===== src/source/lvdc_pkg.sv =====
package lvdc_pkg;

    // strobes from the oscillator buffer ring
    localparam int STROBE_W = 3;
    localparam int BO1_IDX  = 0;
    localparam int BO2_IDX  = 1;
    localparam int BO3_IDX  = 2;

    // bit times per phase, two per Johnson stage
    localparam int BIT_TIMES  = 14;
    localparam int BIT_TIME_W = BIT_TIMES / 2;

    // phase number, Gray coded
    localparam int PHASE_W = 3;

    typedef logic [STROBE_W-1:0]   strobe_t;    // bo3..bo1
    typedef logic [BIT_TIME_W-1:0] bit_time_t;  // g7..g1
    typedef logic [PHASE_W-1:0]    phase_t;     // pc..pa

    localparam strobe_t STROBE_IDLE = '0;
    localparam strobe_t STROBE_BO1  = strobe_t'(1) << BO1_IDX;
    localparam strobe_t STROBE_BO2  = strobe_t'(1) << BO2_IDX;
    localparam strobe_t STROBE_BO3  = strobe_t'(1) << BO3_IDX;

    localparam bit_time_t BIT_TIME_FIRST = '0;
    // only g7 set, the state just before the counter wraps to zero
    localparam bit_time_t BIT_TIME_LAST  = bit_time_t'(1) << (BIT_TIME_W - 1);

    localparam phase_t PHASE_FIRST = '0;

endpackage


===== src/source/clock_bus_if.sv =====
`timescale 1ns/1ps
`default_nettype none

// P/Q/R clock pulses of one bit time, plus the level that brackets a run
interface clock_bus_if;

    logic p;
    logic q;
    logic r;
    logic active;

    modport source (
        output p,
        output q,
        output r,
        output active
    );

    modport sink (
        input p,
        input q,
        input r,
        input active
    );

endinterface

`default_nettype wire


===== src/source/osc_buf.sv =====
`timescale 1ns/1ps
`default_nettype none

module osc_buf (
    input  logic              osc,
    input  logic              arst_n,
    input  logic              run,
    output lvdc_pkg::strobe_t strobe
);

    // three stage ring, loads only when empty and empties only after bo3
    always_ff @(posedge osc or negedge arst_n) begin
        if (!arst_n) begin
            strobe <= lvdc_pkg::STROBE_IDLE;
        end else begin
            case (strobe)
                lvdc_pkg::STROBE_IDLE: begin
                    if (run) begin
                        strobe <= lvdc_pkg::STROBE_BO1;  // start of a bit time
                    end
                end
                lvdc_pkg::STROBE_BO1: begin
                    strobe <= lvdc_pkg::STROBE_BO2;
                end
                lvdc_pkg::STROBE_BO2: begin
                    strobe <= lvdc_pkg::STROBE_BO3;
                end
                lvdc_pkg::STROBE_BO3: begin
                    if (run) begin
                        strobe <= lvdc_pkg::STROBE_BO1;
                    end else begin
                        strobe <= lvdc_pkg::STROBE_IDLE;  // bit time complete, stop here
                    end
                end
                default: begin
                    strobe <= lvdc_pkg::STROBE_IDLE;  // recover from a broken ring
                end
            endcase
        end
    end

endmodule

`default_nettype wire


===== src/source/clock_logic.sv =====
`timescale 1ns/1ps
`default_nettype none

module clock_logic (
    input  logic              osc,
    input  logic              arst_n,
    input  lvdc_pkg::strobe_t strobe,
    clock_bus_if.source       bus
);

    logic bo1;
    logic bo2;
    logic bo3;

    assign bo1 = strobe[lvdc_pkg::BO1_IDX];
    assign bo2 = strobe[lvdc_pkg::BO2_IDX];
    assign bo3 = strobe[lvdc_pkg::BO3_IDX];

    // P, Q and R pulses trail the strobes by one cycle
    always_ff @(posedge osc or negedge arst_n) begin
        if (!arst_n) begin
            bus.p <= 1'b0;
            bus.q <= 1'b0;
            bus.r <= 1'b0;
        end else begin
            bus.p <= bo1;
            bus.q <= bo2;
            bus.r <= bo3;
        end
    end

    // rises together with the first p of a run,
    // falls after the r whose next strobe is not bo1
    always_ff @(posedge osc or negedge arst_n) begin
        if (!arst_n) begin
            bus.active <= 1'b0;
        end else begin
            if (bo1) begin
                bus.active <= 1'b1;
            end else if (bus.r) begin
                bus.active <= 1'b0;  // ring went idle
            end
        end
    end

endmodule

`default_nettype wire


===== src/source/clock_drivers.sv =====
`timescale 1ns/1ps
`default_nettype none

module clock_drivers (
    input  logic      osc,
    input  logic      arst_n,
    clock_bus_if.sink bus,
    output logic      w7,
    output logic      y5
);

    logic started;  // sync already sent in this run

    always_ff @(posedge osc or negedge arst_n) begin
        if (!arst_n) begin
            started <= 1'b0;
        end else begin
            if (!bus.active) begin
                started <= 1'b0;
            end else if (bus.p) begin
                started <= 1'b1;
            end
        end
    end

    // y5 lands on q of the first bit time, w7 on the cycle after each r
    always_ff @(posedge osc or negedge arst_n) begin
        if (!arst_n) begin
            y5 <= 1'b0;
            w7 <= 1'b0;
        end else begin
            y5 <= bus.p && bus.active && !started;
            w7 <= bus.r;
        end
    end

endmodule

`default_nettype wire


===== src/source/timing.sv =====
`timescale 1ns/1ps
`default_nettype none

module timing (
    input  logic                osc,
    input  logic                arst_n,
    input  logic                w7,
    input  logic                y5,
    output lvdc_pkg::bit_time_t bit_time,
    output lvdc_pkg::phase_t    phase,
    output logic                a
);

    lvdc_pkg::bit_time_t bit_time_nxt;
    lvdc_pkg::phase_t    phase_nxt;

    // next Gray code, by way of binary
    function automatic lvdc_pkg::phase_t gray_next(input lvdc_pkg::phase_t g);
        lvdc_pkg::phase_t bin;
        bin[lvdc_pkg::PHASE_W-1] = g[lvdc_pkg::PHASE_W-1];
        for (int i = lvdc_pkg::PHASE_W - 2; i >= 0; i--) begin
            bin[i] = bin[i+1] ^ g[i];
        end
        bin = bin + 1'b1;
        return bin ^ (bin >> 1);
    endfunction

    // Johnson step, shift in the inverse of g7
    assign bit_time_nxt = {bit_time[lvdc_pkg::BIT_TIME_W-2:0],
                           ~bit_time[lvdc_pkg::BIT_TIME_W-1]};

    assign phase_nxt = gray_next(phase);

    always_ff @(posedge osc or negedge arst_n) begin
        if (!arst_n) begin
            bit_time <= lvdc_pkg::BIT_TIME_FIRST;
            phase    <= lvdc_pkg::PHASE_FIRST;
        end else begin
            if (y5) begin
                bit_time <= lvdc_pkg::BIT_TIME_FIRST;  // start-up sync
                phase    <= lvdc_pkg::PHASE_FIRST;
            end else if (w7) begin
                bit_time <= bit_time_nxt;
                if (bit_time == lvdc_pkg::BIT_TIME_LAST) begin
                    phase <= phase_nxt;  // wrapped past bit time 14
                end
            end
        end
    end

    assign a = (bit_time == lvdc_pkg::BIT_TIME_LAST);

endmodule

`default_nettype wire


===== src/source/lvdc_timing.sv =====
`timescale 1ns/1ps
`default_nettype none

module lvdc_timing (
    input  logic                osc,
    input  logic                arst_n,
    input  logic                run,
    output logic                p,
    output logic                q,
    output logic                r,
    output logic                sync,
    output lvdc_pkg::bit_time_t bit_time,
    output lvdc_pkg::phase_t    phase,
    output logic                a
);

    lvdc_pkg::strobe_t strobe;
    logic              w7;
    logic              y5;

    clock_bus_if cbus ();

    osc_buf a4a11 (
        .osc    (osc),
        .arst_n (arst_n),
        .run    (run),
        .strobe (strobe)
    );

    clock_logic a4a12 (
        .osc    (osc),
        .arst_n (arst_n),
        .strobe (strobe),
        .bus    (cbus.source)
    );

    clock_drivers a1a3 (
        .osc    (osc),
        .arst_n (arst_n),
        .bus    (cbus.sink),
        .w7     (w7),
        .y5     (y5)
    );

    timing a1a13 (
        .osc      (osc),
        .arst_n   (arst_n),
        .w7       (w7),
        .y5       (y5),
        .bit_time (bit_time),
        .phase    (phase),
        .a        (a)
    );

    assign p    = cbus.p;
    assign q    = cbus.q;
    assign r    = cbus.r;
    assign sync = y5;  // start-up sync to the backplane

endmodule

`default_nettype wire


===== config.mk =====
export PLATFORM = sky130hd
export DESIGN_NAME = lvdc_timing
export DESIGN_NICKNAME = d
export VERILOG_FILES = /design/src/source/lvdc_pkg.sv /design/src/source/clock_bus_if.sv /design/src/source/osc_buf.sv /design/src/source/clock_logic.sv /design/src/source/clock_drivers.sv /design/src/source/timing.sv /design/src/source/lvdc_timing.sv
export SDC_FILE = /design/constraint.sdc
export NUM_CORES = 1
export LEC_CHECK = 0
export BUFFER_PORTS_ARGS = -buffer_cell sky130_fd_sc_hd__buf_4
export CAP_MARGIN = 20
export CORE_MARGIN = 10
export CORE_UTILIZATION = 40
export DETAILED_ROUTE_END_ITERATION = 6
export GPL_ROUTABILITY_DRIVEN = 0
export GPL_TIMING_DRIVEN = 1
export SYNTH_ARGS = -nofsm -noshare
export SYNTH_HDL_FRONTEND = slang
export SYNTH_HIERARCHICAL = 1
export SYNTH_SLANG_ARGS = --single-unit
export TNS_END_PERCENT = 1

===== constraint.sdc =====
create_clock -name osc -period 1.4 [get_ports osc]
set_input_delay 0.07 -clock osc [delete_from_list [all_inputs] [get_ports osc]]
set_output_delay 0.07 -clock osc [all_outputs]
set_load 0.01 [all_outputs]

* Word level (Yosys, flattened, before mapping)
Index checks and enable logic that the tools add are counted.
** Word-level totals
- Output and inout bits :: 15
- Flip-flop bits (word level) :: 20
- Logic and storage cells :: 41
- Bits of input ports :: 3
** Operators by class
- Mux-type cells :: 12
- Add/sub/neg operators :: 1
- Bitwise logic cells :: 4
- Reduce and logical (&&, ||, !) cells :: 8
- Equality and inequality tests :: 6
** Operators with widths (number)
- $mux W7 :: 2
- $mux W3 :: 4
- $pmux W3 S4 :: 1
- $eq A7 B7 Y1 const B :: 1
- $reduce_bool A2 Y1 :: 3
- $mux W1 :: 5
- $add A3 B1 Y3 const B :: 1
- $eq A3 B1 Y1 const B :: 1
- $eq A3 B2 Y1 const B :: 1
- $eq A3 B3 Y1 const B :: 1
- $logic_not A3 Y1 :: 1
- $xor A3 B2 Y3 :: 1
- $logic_and A1 B1 Y1 :: 2
- $ne A2 B1 Y1 const B :: 1
- $ne A2 B2 Y1 const B :: 1
- $reduce_and A2 Y1 :: 1
- $xor A1 B1 Y1 :: 2
- $logic_not A1 Y1 :: 1
- $not A1 Y1 :: 1

* Logic depth before layout (Yosys ltp)
Gate-level depths: netlist (run 1).
- Depth in word-level cells :: 7
- Gate-level depth with buffers :: 3
- Depth with buffers taken out :: 3

* Modules after synthesis
Netlist (run 1), hierarchy kept.
** Modules (own cells, without submodules)
- timing :: area each 478.0 um^2, seq. area each 250.2 um^2, instances 1, cells an instance 41
- clock_logic :: area each 111.4 um^2, seq. area each 100.1 um^2, instances 1, cells an instance 6
- osc_buf :: area each 97.6 um^2, seq. area each 75.1 um^2, instances 1, cells an instance 6
- clock_drivers :: area each 91.3 um^2, seq. area each 75.1 um^2, instances 1, cells an instance 5

* Least setup slack after synthesis (run 1)
No wires, ideal clock.
- Path kind :: register to register
- Start point :: register a1a13.bit_time[1]
- End point :: register a1a13.phase[1]
- Stages on the path, launching flop included :: 4
- Setup slack :: 0.219 ns
- Setup time :: 0.124 ns
- Required time :: 1.276 ns
- Clock period less this slack :: 1.181 ns
- Path buffers :: 0
- Arrival :: 1.057 ns
- Path through :: dfrtp_1 nor4b_4 nand4_1 mux2i_1
** Between the ends
- Cells in the longest elaborated chain, start to end :: 3
** RTL lines
- from (decl) :: RTL line timing.sv:9 : output lvdc_pkg::bit_time_t bit_time,
- from (signal assigned) :: RTL line timing.sv:36 : bit_time <= lvdc_pkg::BIT_TIME_FIRST;
- from (signal assigned) :: RTL line timing.sv:40 : bit_time <= lvdc_pkg::BIT_TIME_FIRST;
- from (signal assigned) :: RTL line timing.sv:43 : bit_time <= bit_time_nxt;
- $eq A7 B7 Y1 :: RTL line timing.sv:44 : if (bit_time == lvdc_pkg::BIT_TIME_LAST) begin
- $reduce_bool A2 Y1 (no source line)
- $reduce_and A2 Y1 (no source line)
- to (signal assigned) :: RTL line timing.sv:37 : phase <= lvdc_pkg::PHASE_FIRST;
- to (signal assigned) :: RTL line timing.sv:41 : phase <= lvdc_pkg::PHASE_FIRST;
- to (signal assigned) :: RTL line timing.sv:45 : phase <= phase_nxt;
- to (decl) :: RTL line timing.sv:10 : output lvdc_pkg::phase_t phase,
No other way between the ends.
A chain may end at the register's enable or synchronous reset.

* Worst setup path after layout (run 1)
- Start point :: register a1a13.bit_time[0]
- End point :: output port a
** Between the ends
- Cells in the longest elaborated chain, start to end :: 1
** RTL lines
- $eq A7 B7 Y1 :: RTL line timing.sv:51 : assign a = (bit_time == lvdc_pkg::BIT_TIME_LAST);
- to (decl) :: RTL line lvdc_timing.sv:14 : output logic a
No other way between the ends.

==> results.json, run 1 <==
{
  "outcome": "finished, final reports clean",
  "h-tree-depth": 1,
  "critical-path-top-delay-family": "simple AND/OR/NAND/NOR gates",
  "synth_top_area_share_pct": 64.3,
  "multi_input_area_sq_um": 269,
  "core.rowCount": 15,
  "dieArea_sq_mm": 0.00411,
  "die_y_um": 64.1,
  "max-vdd-ir-drop_v": 0.000974,
  "synth_cell_types": 20,
  "ios": 18,
  "dp_worst_setup_slack_ps": 157,
  "cp.arrival_ps": 1300,
  "cp.buffers_inverters": 1,
  "rsz0062_at_grt": "yes",
  "drive_gt1_share_pct": 37.8,
  "async_reset_ff_share_pct": 100,
  "detail-route-antenna-nets": 0,
  "max_slew_margin_pct": 68.1,
  "start_util_pct": 43.6,
  "portBuffers": 17,
  "die_w_um": 64.1,
  "drt-wirelength-per-cell_um": 13.4,
  "worst_setup_path_start_kind": "flip-flop",
  "drc": 0,
  "dpl_cell_area_sq_um": 928,
  "synth_seq_cells": 20,
  "max_freq_ghz": 0.728,
  "syn_area_per_cell_sq_um": 13.4,
  "endpoint_kind": "primary output",
  "fp.coreArea_sq_mm": 0.00178,
  "insertion_delay_ps": 290,
  "clock-sinks": 20,
  "p_per_area_mw_per_mm2": 1840,
  "path_clk_slew_ps": 110,
  "finalHoldViolations": 0,
  "cp.required_ps": 1330,
  "path_cells": "nor4b_4, and2_4, buf_6",
  "syn_inst": 58,
  "ys_warn_count": 6,
  "period_needed_ps": 1370,
  "synth-edff-count": 0,
  "seq_area_frac_synth_pct": 64.3,
  "seq_area_sq_um": 502,
  "cts_tree": "built",
  "numCtsBuffers": 3,
  "grt_max_degree": 21,
  "final_nets": 86,
  "routed_wl_mm": 1.44,
  "cpMaxStageDelayCell": "dfrtp_2",
  "design_area_sq_mm": 0.00103,
  "syn2layout_area_growth_pct": 32.8,
  "first_global_vias": 509,
  "synth_ff_type": "dfrtp_1",
  "drt_pass1_iterations": 2,
  "worstHoldPathType": "primary input to flip-flop",
  "first_iter_violations": 12,
  "fin_skew_ps": 0.750,
  "critPathMaxFanout": 4,
  "antenna_found_initial": 0,
  "fin_crit_sh_pct": 98.1,
  "grt_pass1_wl_mm": 2.39,
  "fill_cells": 166,
  "antenna_cells": 0,
  "syn-num-nets": 61,
  "drv_cap": 0,
  "cts_root_buffer": "clkbuf_4",
  "cts_buffer_depth": 2,
  "dp_hpwl_mm": 1.01,
  "tightest_slew_ps": 478,
  "vias_per_cell": 4.72,
  "overflow": 0,
  "synthMostInstantiatedCell": "dfrtp_1",
  "p_leak_nw": 0.507,
  "vias": 505,
  "whs_ps": 28.8,
  "slowest_delay_ps": 450,
  "setup-violations-final": 0,
  "syn_area_sq_um": 778,
  "synth_commonest_cells": "dfrtp_1 (20), mux2i_1 (8), nor2_1 (7)",
  "synth_top_cell_by_area": "dfrtp_1",
  "grt_usage_pct": 7.36,
  "worst_slack_ps": 26.0,
  "synth.area.top_cells": "dfrtp_1 (64%), mux2i_1 (10%), nor2_1 (3.4%)",
  "path_class": "flip-flop to primary output",
  "maxSlewViolCount": 0
}
## sequential cells by signal (all words and copies together), names as in the netlist
signal            cells
a1a13/bit_time        7
a4a12/bus.active      1
a1a3/started          1
a4a11/strobe          3
a1a3/w7               1
a1a13/phase           3
a4a12/bus.r           1
a4a12/bus.p           1
a4a12/bus.q           1
a1a3/y5               1
## cell type report
cell class,instances,area share (%)
Sequential cell,20,48.5
Multi-Input combinational cell,34,26.0
Timing Repair Buffer,22,16.6
Tap cell,25,3.03
Clock inverter,1,2.91
Clock buffer,3,2.18
Inverter,2,0.726
## per-layer routing
layer,up-vias,GRT usage [%],part of all wire (%)
li1,248,-,-
met1,245,8.25,44
met2,10,10.9,48
met3,2,5.05,6.8
met4,0,2.41,0.84
met5,-,0,0
## cell families (layout without fill, tap and decap cells)
family / Yosys count / in the layout / synth area share [%]
muxes: 8 / 8 / 10.3
and+or+nand+nor: 20 / 20 / 17.5
DFF: 20 / 20 / 64.3
AOI/OAI and AO/OA: 5 / 5 / 4.66
xor gates and xnor gates: 1 / 1 / 1.13
buffers and inverters: 4 / 28 / 2.09
## metrics by stage
step | total power [mW] | setup TNS, ps | cells | util [%]
after floorplan | 1.12 | 0 | 58 | -
final | 1.90 | 0 | 107 | 58.0
after CTS | 1.91 | 0 | 106 | 57.2
after global placement | 1.35 | 0 | 98 | 52.1
after detailed placement | 1.36 | 0 | 98 | 52.1
after global routing | 2.02 | -61.3 | 107 | 58.0
## timing repair
action,4_1_cts,5_1_grt
setup endpoints to repair,1,1
hold endpoints to repair,20,0
pin swaps,2,2
hold buffers,1,0
resized for setup,1,3
setup buffers,3,1
## layout by cell type, fill, tap and decap left out, drive strengths merged
cell / n
a21oi: 1
nor2: 7
dlygate4sd3: 1
mux2i: 8
nor4b: 1
dfrtp: 20
bufinv: 1
and3b: 1
o21a: 1
xnor2: 1
a21o: 1
a31o: 1
buf: 21
nor3b: 3
or2: 1
inv: 2
nand4: 3
clkbuf: 3
nor3: 1
and2: 1
a211oi: 1
nand2b: 2
## power by group
group | internal, mW | switching (mW)
clock network | 0.289 | 0.173
registers | 0.724 | 0.186
logic | 0.315 | 0.211
## path summary, 6_finish.rpt
path / end / slack (ps) / cells after the start / start
worst max-delay path: a / 30 / 3 / a1a13/bit_time[0]$_DFFE_PN0P_
worst min-delay path: a4a11/strobe[0]$_DFFE_PN0P_ / 30 / 2 / run
worst max register to register: a1a13/phase[1]$_DFFE_PN0P_ / 110 / 4 / a1a13/bit_time[0]$_DFFE_PN0P_
worst min register to register: a1a3/w7$_DFF_PN0_ / 420 / 0 / a4a12/bus.r$_DFF_PN0_
max in group asynchronous: a1a13/bit_time[0]$_DFFE_PN0P_ / 1000 / 2 / arst_n
min in group asynchronous: a1a13/bit_time[5]$_DFFE_PN0P_ / 180 / 2 / arst_n
(Power assumes the default switching activity.)
==> run 2, diff against run 1 <==
--- a/config.mk
+++ b/config.mk
@@ -5,6 +5,7 @@
 export SDC_FILE = /design/constraint.sdc
 export NUM_CORES = 1
 export LEC_CHECK = 0
+export ABC_AREA = 1
 export BUFFER_PORTS_ARGS = -buffer_cell sky130_fd_sc_hd__buf_4
 export CAP_MARGIN = 20
 export CORE_MARGIN = 10
==> run 2 against run 1 <==
Worst setup slack improved by 32 ps; global-route usage rose by 1.0 points; clock-buffer cell count is 1 higher; critical path depth rose by 1; maximum frequency is 2.4% higher; flip-flop and latch count stayed put; core utilization down 3.1 points; largest power group unchanged; critical endpoint unchanged; worst hold slack improved by 150 ps; total power decreased by 6.6%; cell count increased by 36%; synthesized area is 6.8% higher; highest routed layer unchanged; first-iteration DRC count up 67%.
==> results.json, run 2 <==
{
  "outcome": "finished, final reports clean",
  "path_cells": "inv_2, nand2_2, nor4_2, buf_4",
  "max-vdd-ir-drop_v": 0.000795,
  "vias_per_cell": 4.78,
  "worstHoldPathType": "primary input to async pin",
  "synth.area.top_cells": "dfrtp_1 (60%), nand2_1 (9.0%), inv_1 (6.3%)",
  "start_util_pct": 42.3,
  "finalHoldViolations": 0,
  "synth_cell_types": 14,
  "synth_ff_type": "dfrtp_1",
  "critical-path-top-delay-family": "flip-flops",
  "synth_top_family_by_area": "simple AND/OR/NAND/NOR gates",
  "drc": 0,
  "synth_commonest_cells": "dfrtp_1 (20), nand2_1 (20), inv_1 (14)",
  "clock-sinks": 20,
  "drt_pass1_iterations": 4,
  "cts_tree": "built",
  "placed_cells": 134,
  "final_common_cell": "buf_4",
  "die_y_um": 65.6,
  "detail-route-antenna-nets": 0,
  "cp.arrival_ps": 1270,
  "routed_wl_mm": 1.74,
  "synthSimpleGateAreaFrac_pct": 24.5,
  "syn_area_sq_um": 831,
  "cp.buffers_inverters": 2,
  "cts_buffer_depth": 2,
  "cp.required_ps": 1330,
  "portBuffers": 17,
  "synth-edff-count": 0,
  "synth_top_area_share_pct": 60.2,
  "grt_pass1_wl_mm": 2.85,
  "numCtsBuffers": 3,
  "syn2layout_area_growth_pct": 29.5,
  "drv_cap": 0,
  "largest-register": "a1a13/bit_time",
  "power_mw": 1.77,
  "first_iter_violations": 20,
  "maxSlewViolCount": 0,
  "path_clk_slew_ps": 110,
  "core.rowCount": 16,
  "max_slew_margin_pct": 77.7,
  "ys_warn_count": 6,
  "finalNonFillerCells": 145,
  "tightest_slew_ps": 335,
  "overflow": 0,
  "grt_max_degree": 21,
  "largest_register_ff_count": 7,
  "setup-violations-final": 0,
  "synth_top_cell_by_area": "dfrtp_1",
  "grt_usage_pct": 8.36,
  "async_reset_ff_share_pct": 100,
  "post-route-util_pct": 54.8,
  "syn_inst": 92,
  "reg.largest.list": "a1a13/bit_time: 7 flops, a1a13/phase: 3 flops, a4a11/strobe: 3 flops",
  "drive_gt1_share_pct": 28.8,
  "period_needed_ps": 1340,
  "max_freq_ghz": 0.745,
  "critPathMaxFanout": 4,
  "h-tree-depth": 1,
  "synth_compound_area_share_pct": 5.12,
  "antenna_found_initial": 0,
  "die_w_um": 65.6,
  "first_global_vias": 651,
  "synth-xor-area-share_pct": 1.05,
  "vias": 693,
  "p_leak_nw": 0.561,
  "fp.coreArea_sq_mm": 0.00196,
  "cts_root_buffer": "clkbuf_4",
  "cpMaxStageDelayCell": "dfrtp_1",
  "fin_crit_sh_pct": 95.8,
  "syn-num-nets": 95,
  "antenna_cells": 0,
  "worst_setup_path_start_kind": "flip-flop",
  "path_class": "flip-flop to primary output",
  "dieArea_sq_mm": 0.00430,
  "drt-wirelength-per-cell_um": 12.0,
  "slowest_delay_ps": 440,
  "ios": 18,
  "synth_seq_cells": 20,
  "insertion_delay_ps": 290,
  "p_per_area_mw_per_mm2": 1650,
  "synth_fa_ha_area_share_pct": 0,
  "syn_area_per_cell_sq_um": 9.03,
  "endpoint_kind": "primary output",
  "muxShareOfSynthArea_pct": 0,
  "seq_area_frac_synth_pct": 60.2,
  "fin_skew_ps": 3.38,
  "layout_common_cells": "buf_4 (22), dfrtp_1 (20), nand2_1 (19), inv_1 (13)",
  "final_nets": 122,
  "fill_cells": 190,
  "dp_hpwl_mm": 1.23
}
run 2: cell type report:
| type | instances | area (sq um) | share of cell area, % |
|---|---|---|---|
| inverters | 15 | 56.3 | 5.23 |
| repair buffers | 24 | 185 | 17.2 |
| well taps | 27 | 33.8 | 3.14 |
| clock buffers | 4 | 36.3 | 3.37 |
| multi-input cells | 55 | 264 | 24.5 |
| flip-flops and latches | 20 | 500 | 46.5 |
run 2: cells by family (layout without fill, tap and decap cells):
family / count (synthesis) / count (layout)
compound gates: 8 / 8
xor+xnor: 1 / 1
buf+inv: 17 / 43
flops: 20 / 20
simple gates: 46 / 46
run 2: per-stage QoR:
| stage | setup TNS (ps) | setup WS [ps] | area [sq um] | hold slack, ps |
|---|---|---|---|---|
| after floorplan | 0 | 341 | 831 | -226 |
| after global placement | 0 | 318 | 973 | -38.8 |
| after detailed placement | 0 | 320 | 973 | -38.9 |
| after CTS | 0 | 19.5 | 1040 | 169 |
| after global routing | -65.4 | -65.4 | 1080 | 171 |
| final | 0 | 58.2 | 1080 | 175 |
run 2: worst register-to-register path: stages (launching register included):
cell	delay [ps]
dfrtp_1	400
buf_4	140
nor2_1	90
nand2_1	70
nor2_2	170
nand4_1	110
nand2_1	90
run 2: what timing repair did:
| item | 4_1_cts | 5_1_grt |
|---|---|---|
| setup buffers | 1 | 4 |
| hold buffers | 2 | 0 |
| hold endpoints to repair | 21 | 0 |
| gates resized for setup | 0 | 3 |
| setup endpoints to repair | 1 | 1 |
| pin swaps | 0 | 1 |
run 2: report_power, final:
group          total [mW]  leakage [nW]  switching [mW]  internal [mW]
combinational       0.603         0.276           0.320          0.283
clock               0.328        0.0210           0.169          0.158
sequential          0.842         0.264           0.128          0.714
run 2: per-layer routing:
layer  share of wire (%)  track usage (%)
met5                   0                0
met4                 1.6             5.61
met3                 7.3             3.56
met2                  48             13.0
met1                  43             9.05
run 2: worst paths after layout:
path | from | endpoint | slack [ps] | cells after the start
max | a1a13/bit_time[1]$_DFFE_PN0P_ | a | 60 | 4
min | arst_n | a1a13/bit_time[5]$_DFFE_PN0P_ | 170 | 2
max reg2reg | a1a13/bit_time[4]$_DFFE_PN0P_ | a1a13/phase[2]$_DFFE_PN0P_ | 280 | 6
min reg2reg | a4a12/bus.r$_DFF_PN0_ | a1a3/w7$_DFF_PN0_ | 420 | 0
max in group asynchronous | arst_n | a4a11/strobe[0]$_DFFE_PN0P_ | 1020 | 2
min in group osc | a4a12/bus.r$_DFF_PN0_ | a1a3/w7$_DFF_PN0_ | 420 | 0
==> run 3, diff against run 2 <==
--- a/config.mk
+++ b/config.mk
@@ -7,12 +7,13 @@
 export LEC_CHECK = 0
 export ABC_AREA = 1
 export BUFFER_PORTS_ARGS = -buffer_cell sky130_fd_sc_hd__buf_4
-export CAP_MARGIN = 20
+export CORE_ASPECT_RATIO = 1.5
 export CORE_MARGIN = 10
 export CORE_UTILIZATION = 40
 export DETAILED_ROUTE_END_ITERATION = 6
 export GPL_ROUTABILITY_DRIVEN = 0
 export GPL_TIMING_DRIVEN = 1
+export PLACE_DENSITY = 0.68
 export SYNTH_ARGS = -nofsm -noshare
 export SYNTH_HDL_FRONTEND = slang
 export SYNTH_HIERARCHICAL = 1
==> run 3 against run 2 <==
Sequential power fell by 1%; clock-buffer cell count did not move; die area rose by 0.87%; critical endpoint unchanged; wire length fell by 6.7%; sequential share of layout area rose by 0.27 points; clock power fell by 4%; largest cell class unchanged; worst hold slack improved by 2.8 ps; total power fell by 1.9%; final area fell by 0.58%; via count fell by 3.2%.
==> results.json, run 3 (synthesized netlist as in run 2, its figures left out) <==
{
  "critical-path-top-delay-family": "flip-flops",
  "fill_cells": 201,
  "grt_pass1_wl_mm": 2.78,
  "dp_worst_setup_slack_ps": 329,
  "finalNonFillerCells": 140,
  "drv_cap": 0,
  "cts_buffer_depth": 2,
  "drt_pass1_iterations": 2,
  "outcome": "finished, final reports clean",
  "endpoint_kind": "primary output",
  "die_w_um": 57.2,
  "cp.required_ps": 1330,
  "dpl_cell_area_sq_um": 975,
  "path_class": "flip-flop to primary output",
  "critPathLaunch": "a1a13/bit_time[0]$_DFFE_PN0P_",
  "period_needed_ps": 1300,
  "drt-wirelength-per-cell_um": 11.6,
  "ios": 18,
  "slowest_delay_ps": 420,
  "drive_gt1_share_pct": 28.8,
  "max-vdd-ir-drop_v": 0.000800,
  "fin_skew_ps": 2.81,
  "cts_root_buffer": "clkbuf_4",
  "p_per_area_mw_per_mm2": 1630,
  "path_depth": 4,
  "path_cells": "inv_2, nand2_2, nor4_2, buf_4",
  "grt_max_degree": 21,
  "final_common_cell": "buf_4",
  "post-route-util_pct": 53.4,
  "overflow": 0,
  "cp.arrival_ps": 1230,
  "worst_setup_path_start_kind": "flip-flop",
  "worstHoldPathType": "primary input to async pin",
  "final_nets": 122,
  "r2r_cells": 6,
  "placed_cells": 130,
  "tightest_slew_ps": 319,
  "grt_usage_pct": 7.90,
  "drc": 0,
  "antenna_found_initial": 0,
  "clock-sinks": 20,
  "fp.coreArea_sq_mm": 0.00200,
  "finalHoldViolations": 0,
  "vias": 671,
  "insertion_delay_ps": 280,
  "setup_tns_ps": 0,
  "syn2layout_area_growth_pct": 28.8,
  "reg.largest.list": "a1a13/bit_time: 7 flops, a1a13/phase: 3 flops, a4a11/strobe: 3 flops",
  "detail-route-antenna-nets": 0,
  "largest-register": "a1a13/bit_time",
  "fin_crit_sh_pct": 92.9,
  "core.rowCount": 20,
  "design_area_sq_mm": 0.00107,
  "dp_hpwl_mm": 1.31,
  "setup-violations-final": 0,
  "h-tree-depth": 1,
  "routed_wl_mm": 1.62,
  "cp-endpoint": "a",
  "reg2reg_slack_ps": 290,
  "first_iter_violations": 10,
  "layout_common_cells": "buf_4 (22), dfrtp_1 (20), nand2_1 (19), inv_1 (13)",
  "die_y_um": 75.8,
  "portBuffers": 17,
  "max_slew_margin_pct": 78.7,
  "antenna_cells": 0,
  "start_util_pct": 41.5,
  "cts_tree": "built",
  "dieArea_sq_mm": 0.00434,
  "cp.buffers_inverters": 2,
  "vias_per_cell": 4.79,
  "numCtsBuffers": 3,
  "worst_slack_ps": 99.6,
  "p_leak_nw": 0.561,
  "cpMaxStageDelayCell": "dfrtp_1",
  "first_global_vias": 647,
  "max_freq_ghz": 0.769,
  "critPathMaxFanout": 4,
  "rsz0062_at_grt": "yes",
  "r2r-start": "a1a13/bit_time[4]$_DFFE_PN0P_",
  "path_clk_slew_ps": 100,
  "maxSlewViolCount": 0,
  "rr_endpoint": "a1a13/phase[0]$_DFFE_PN0P_",
  "largest_register_ff_count": 7
}
-- run 3: through the flow --
| stage | hold slack [ps] | power [mW] |
|---|---|---|
| final | 178 | 1.74 |
| after global routing | 180 | 1.89 |
| after CTS | 181 | 1.69 |
| after detailed placement | -41.6 | 1.37 |
| after global placement | -43.6 | 1.36 |
| after floorplan | -226 | 1.14 |
-- run 3: layout make-up --
| cell class | count | area [sq um] | area share [%] |
|---|---|---|---|
| clock buffer | 4 | 36.3 | 3.39 |
| multi-input combinational | 55 | 264 | 24.7 |
| sequential | 20 | 500 | 46.8 |
| tap | 22 | 27.5 | 2.57 |
| inverter | 15 | 56.3 | 5.26 |
| timing repair buffer | 24 | 185 | 17.3 |
-- run 3: how the worst min path moves through the flow --
| stage | from | endpoint | slack, ps | cells after the start |
|---|---|---|---|---|
| after floorplan | arst_n | a1a13/bit_time[0]$_DFFE_PN0P_ | -230 | 0 |
| after global placement | arst_n | a1a13/bit_time[3]$_DFFE_PN0P_ | -40 | 1 |
| after detailed placement | arst_n | a1a13/bit_time[5]$_DFFE_PN0P_ | -40 | 1 |
| after CTS | arst_n | a1a3/w7$_DFF_PN0_ | 180 | 2 |
| after global routing | arst_n | a1a13/bit_time[5]$_DFFE_PN0P_ | 180 | 2 |
| final | arst_n | a1a13/bit_time[3]$_DFFE_PN0P_ | 180 | 2 |
-- run 3: metal layers --
metal,wire (um),track usage (%),vias up
met4,9,3.14,0
met5,0,0,-
met3,143,3.83,2
met2,829,13.7,14
met1,636,8.02,313
li1,-,-,342
-- run 3: report_power, final --
group / internal (mW) / switching, mW
Clock: 0.158 / 0.157
Sequential: 0.714 / 0.120
Combinational: 0.275 / 0.316
Total: 1.15 / 0.592
-- run 3: repair_timing --
item / CTS / global route
hold endpoints to repair: 21 / 0
setup buffers: 0 / 4
setup endpoints to repair: 0 / 1
hold buffers: 2 / 0
resized for setup: 0 / 3
-- run 3: worst reg2reg max path, delay by kind of cell, from the launching register on --
kind | cells | cell delay, ps
flops | 1 | 420
buf+inv | 1 | 140
simple gates | 5 | 490
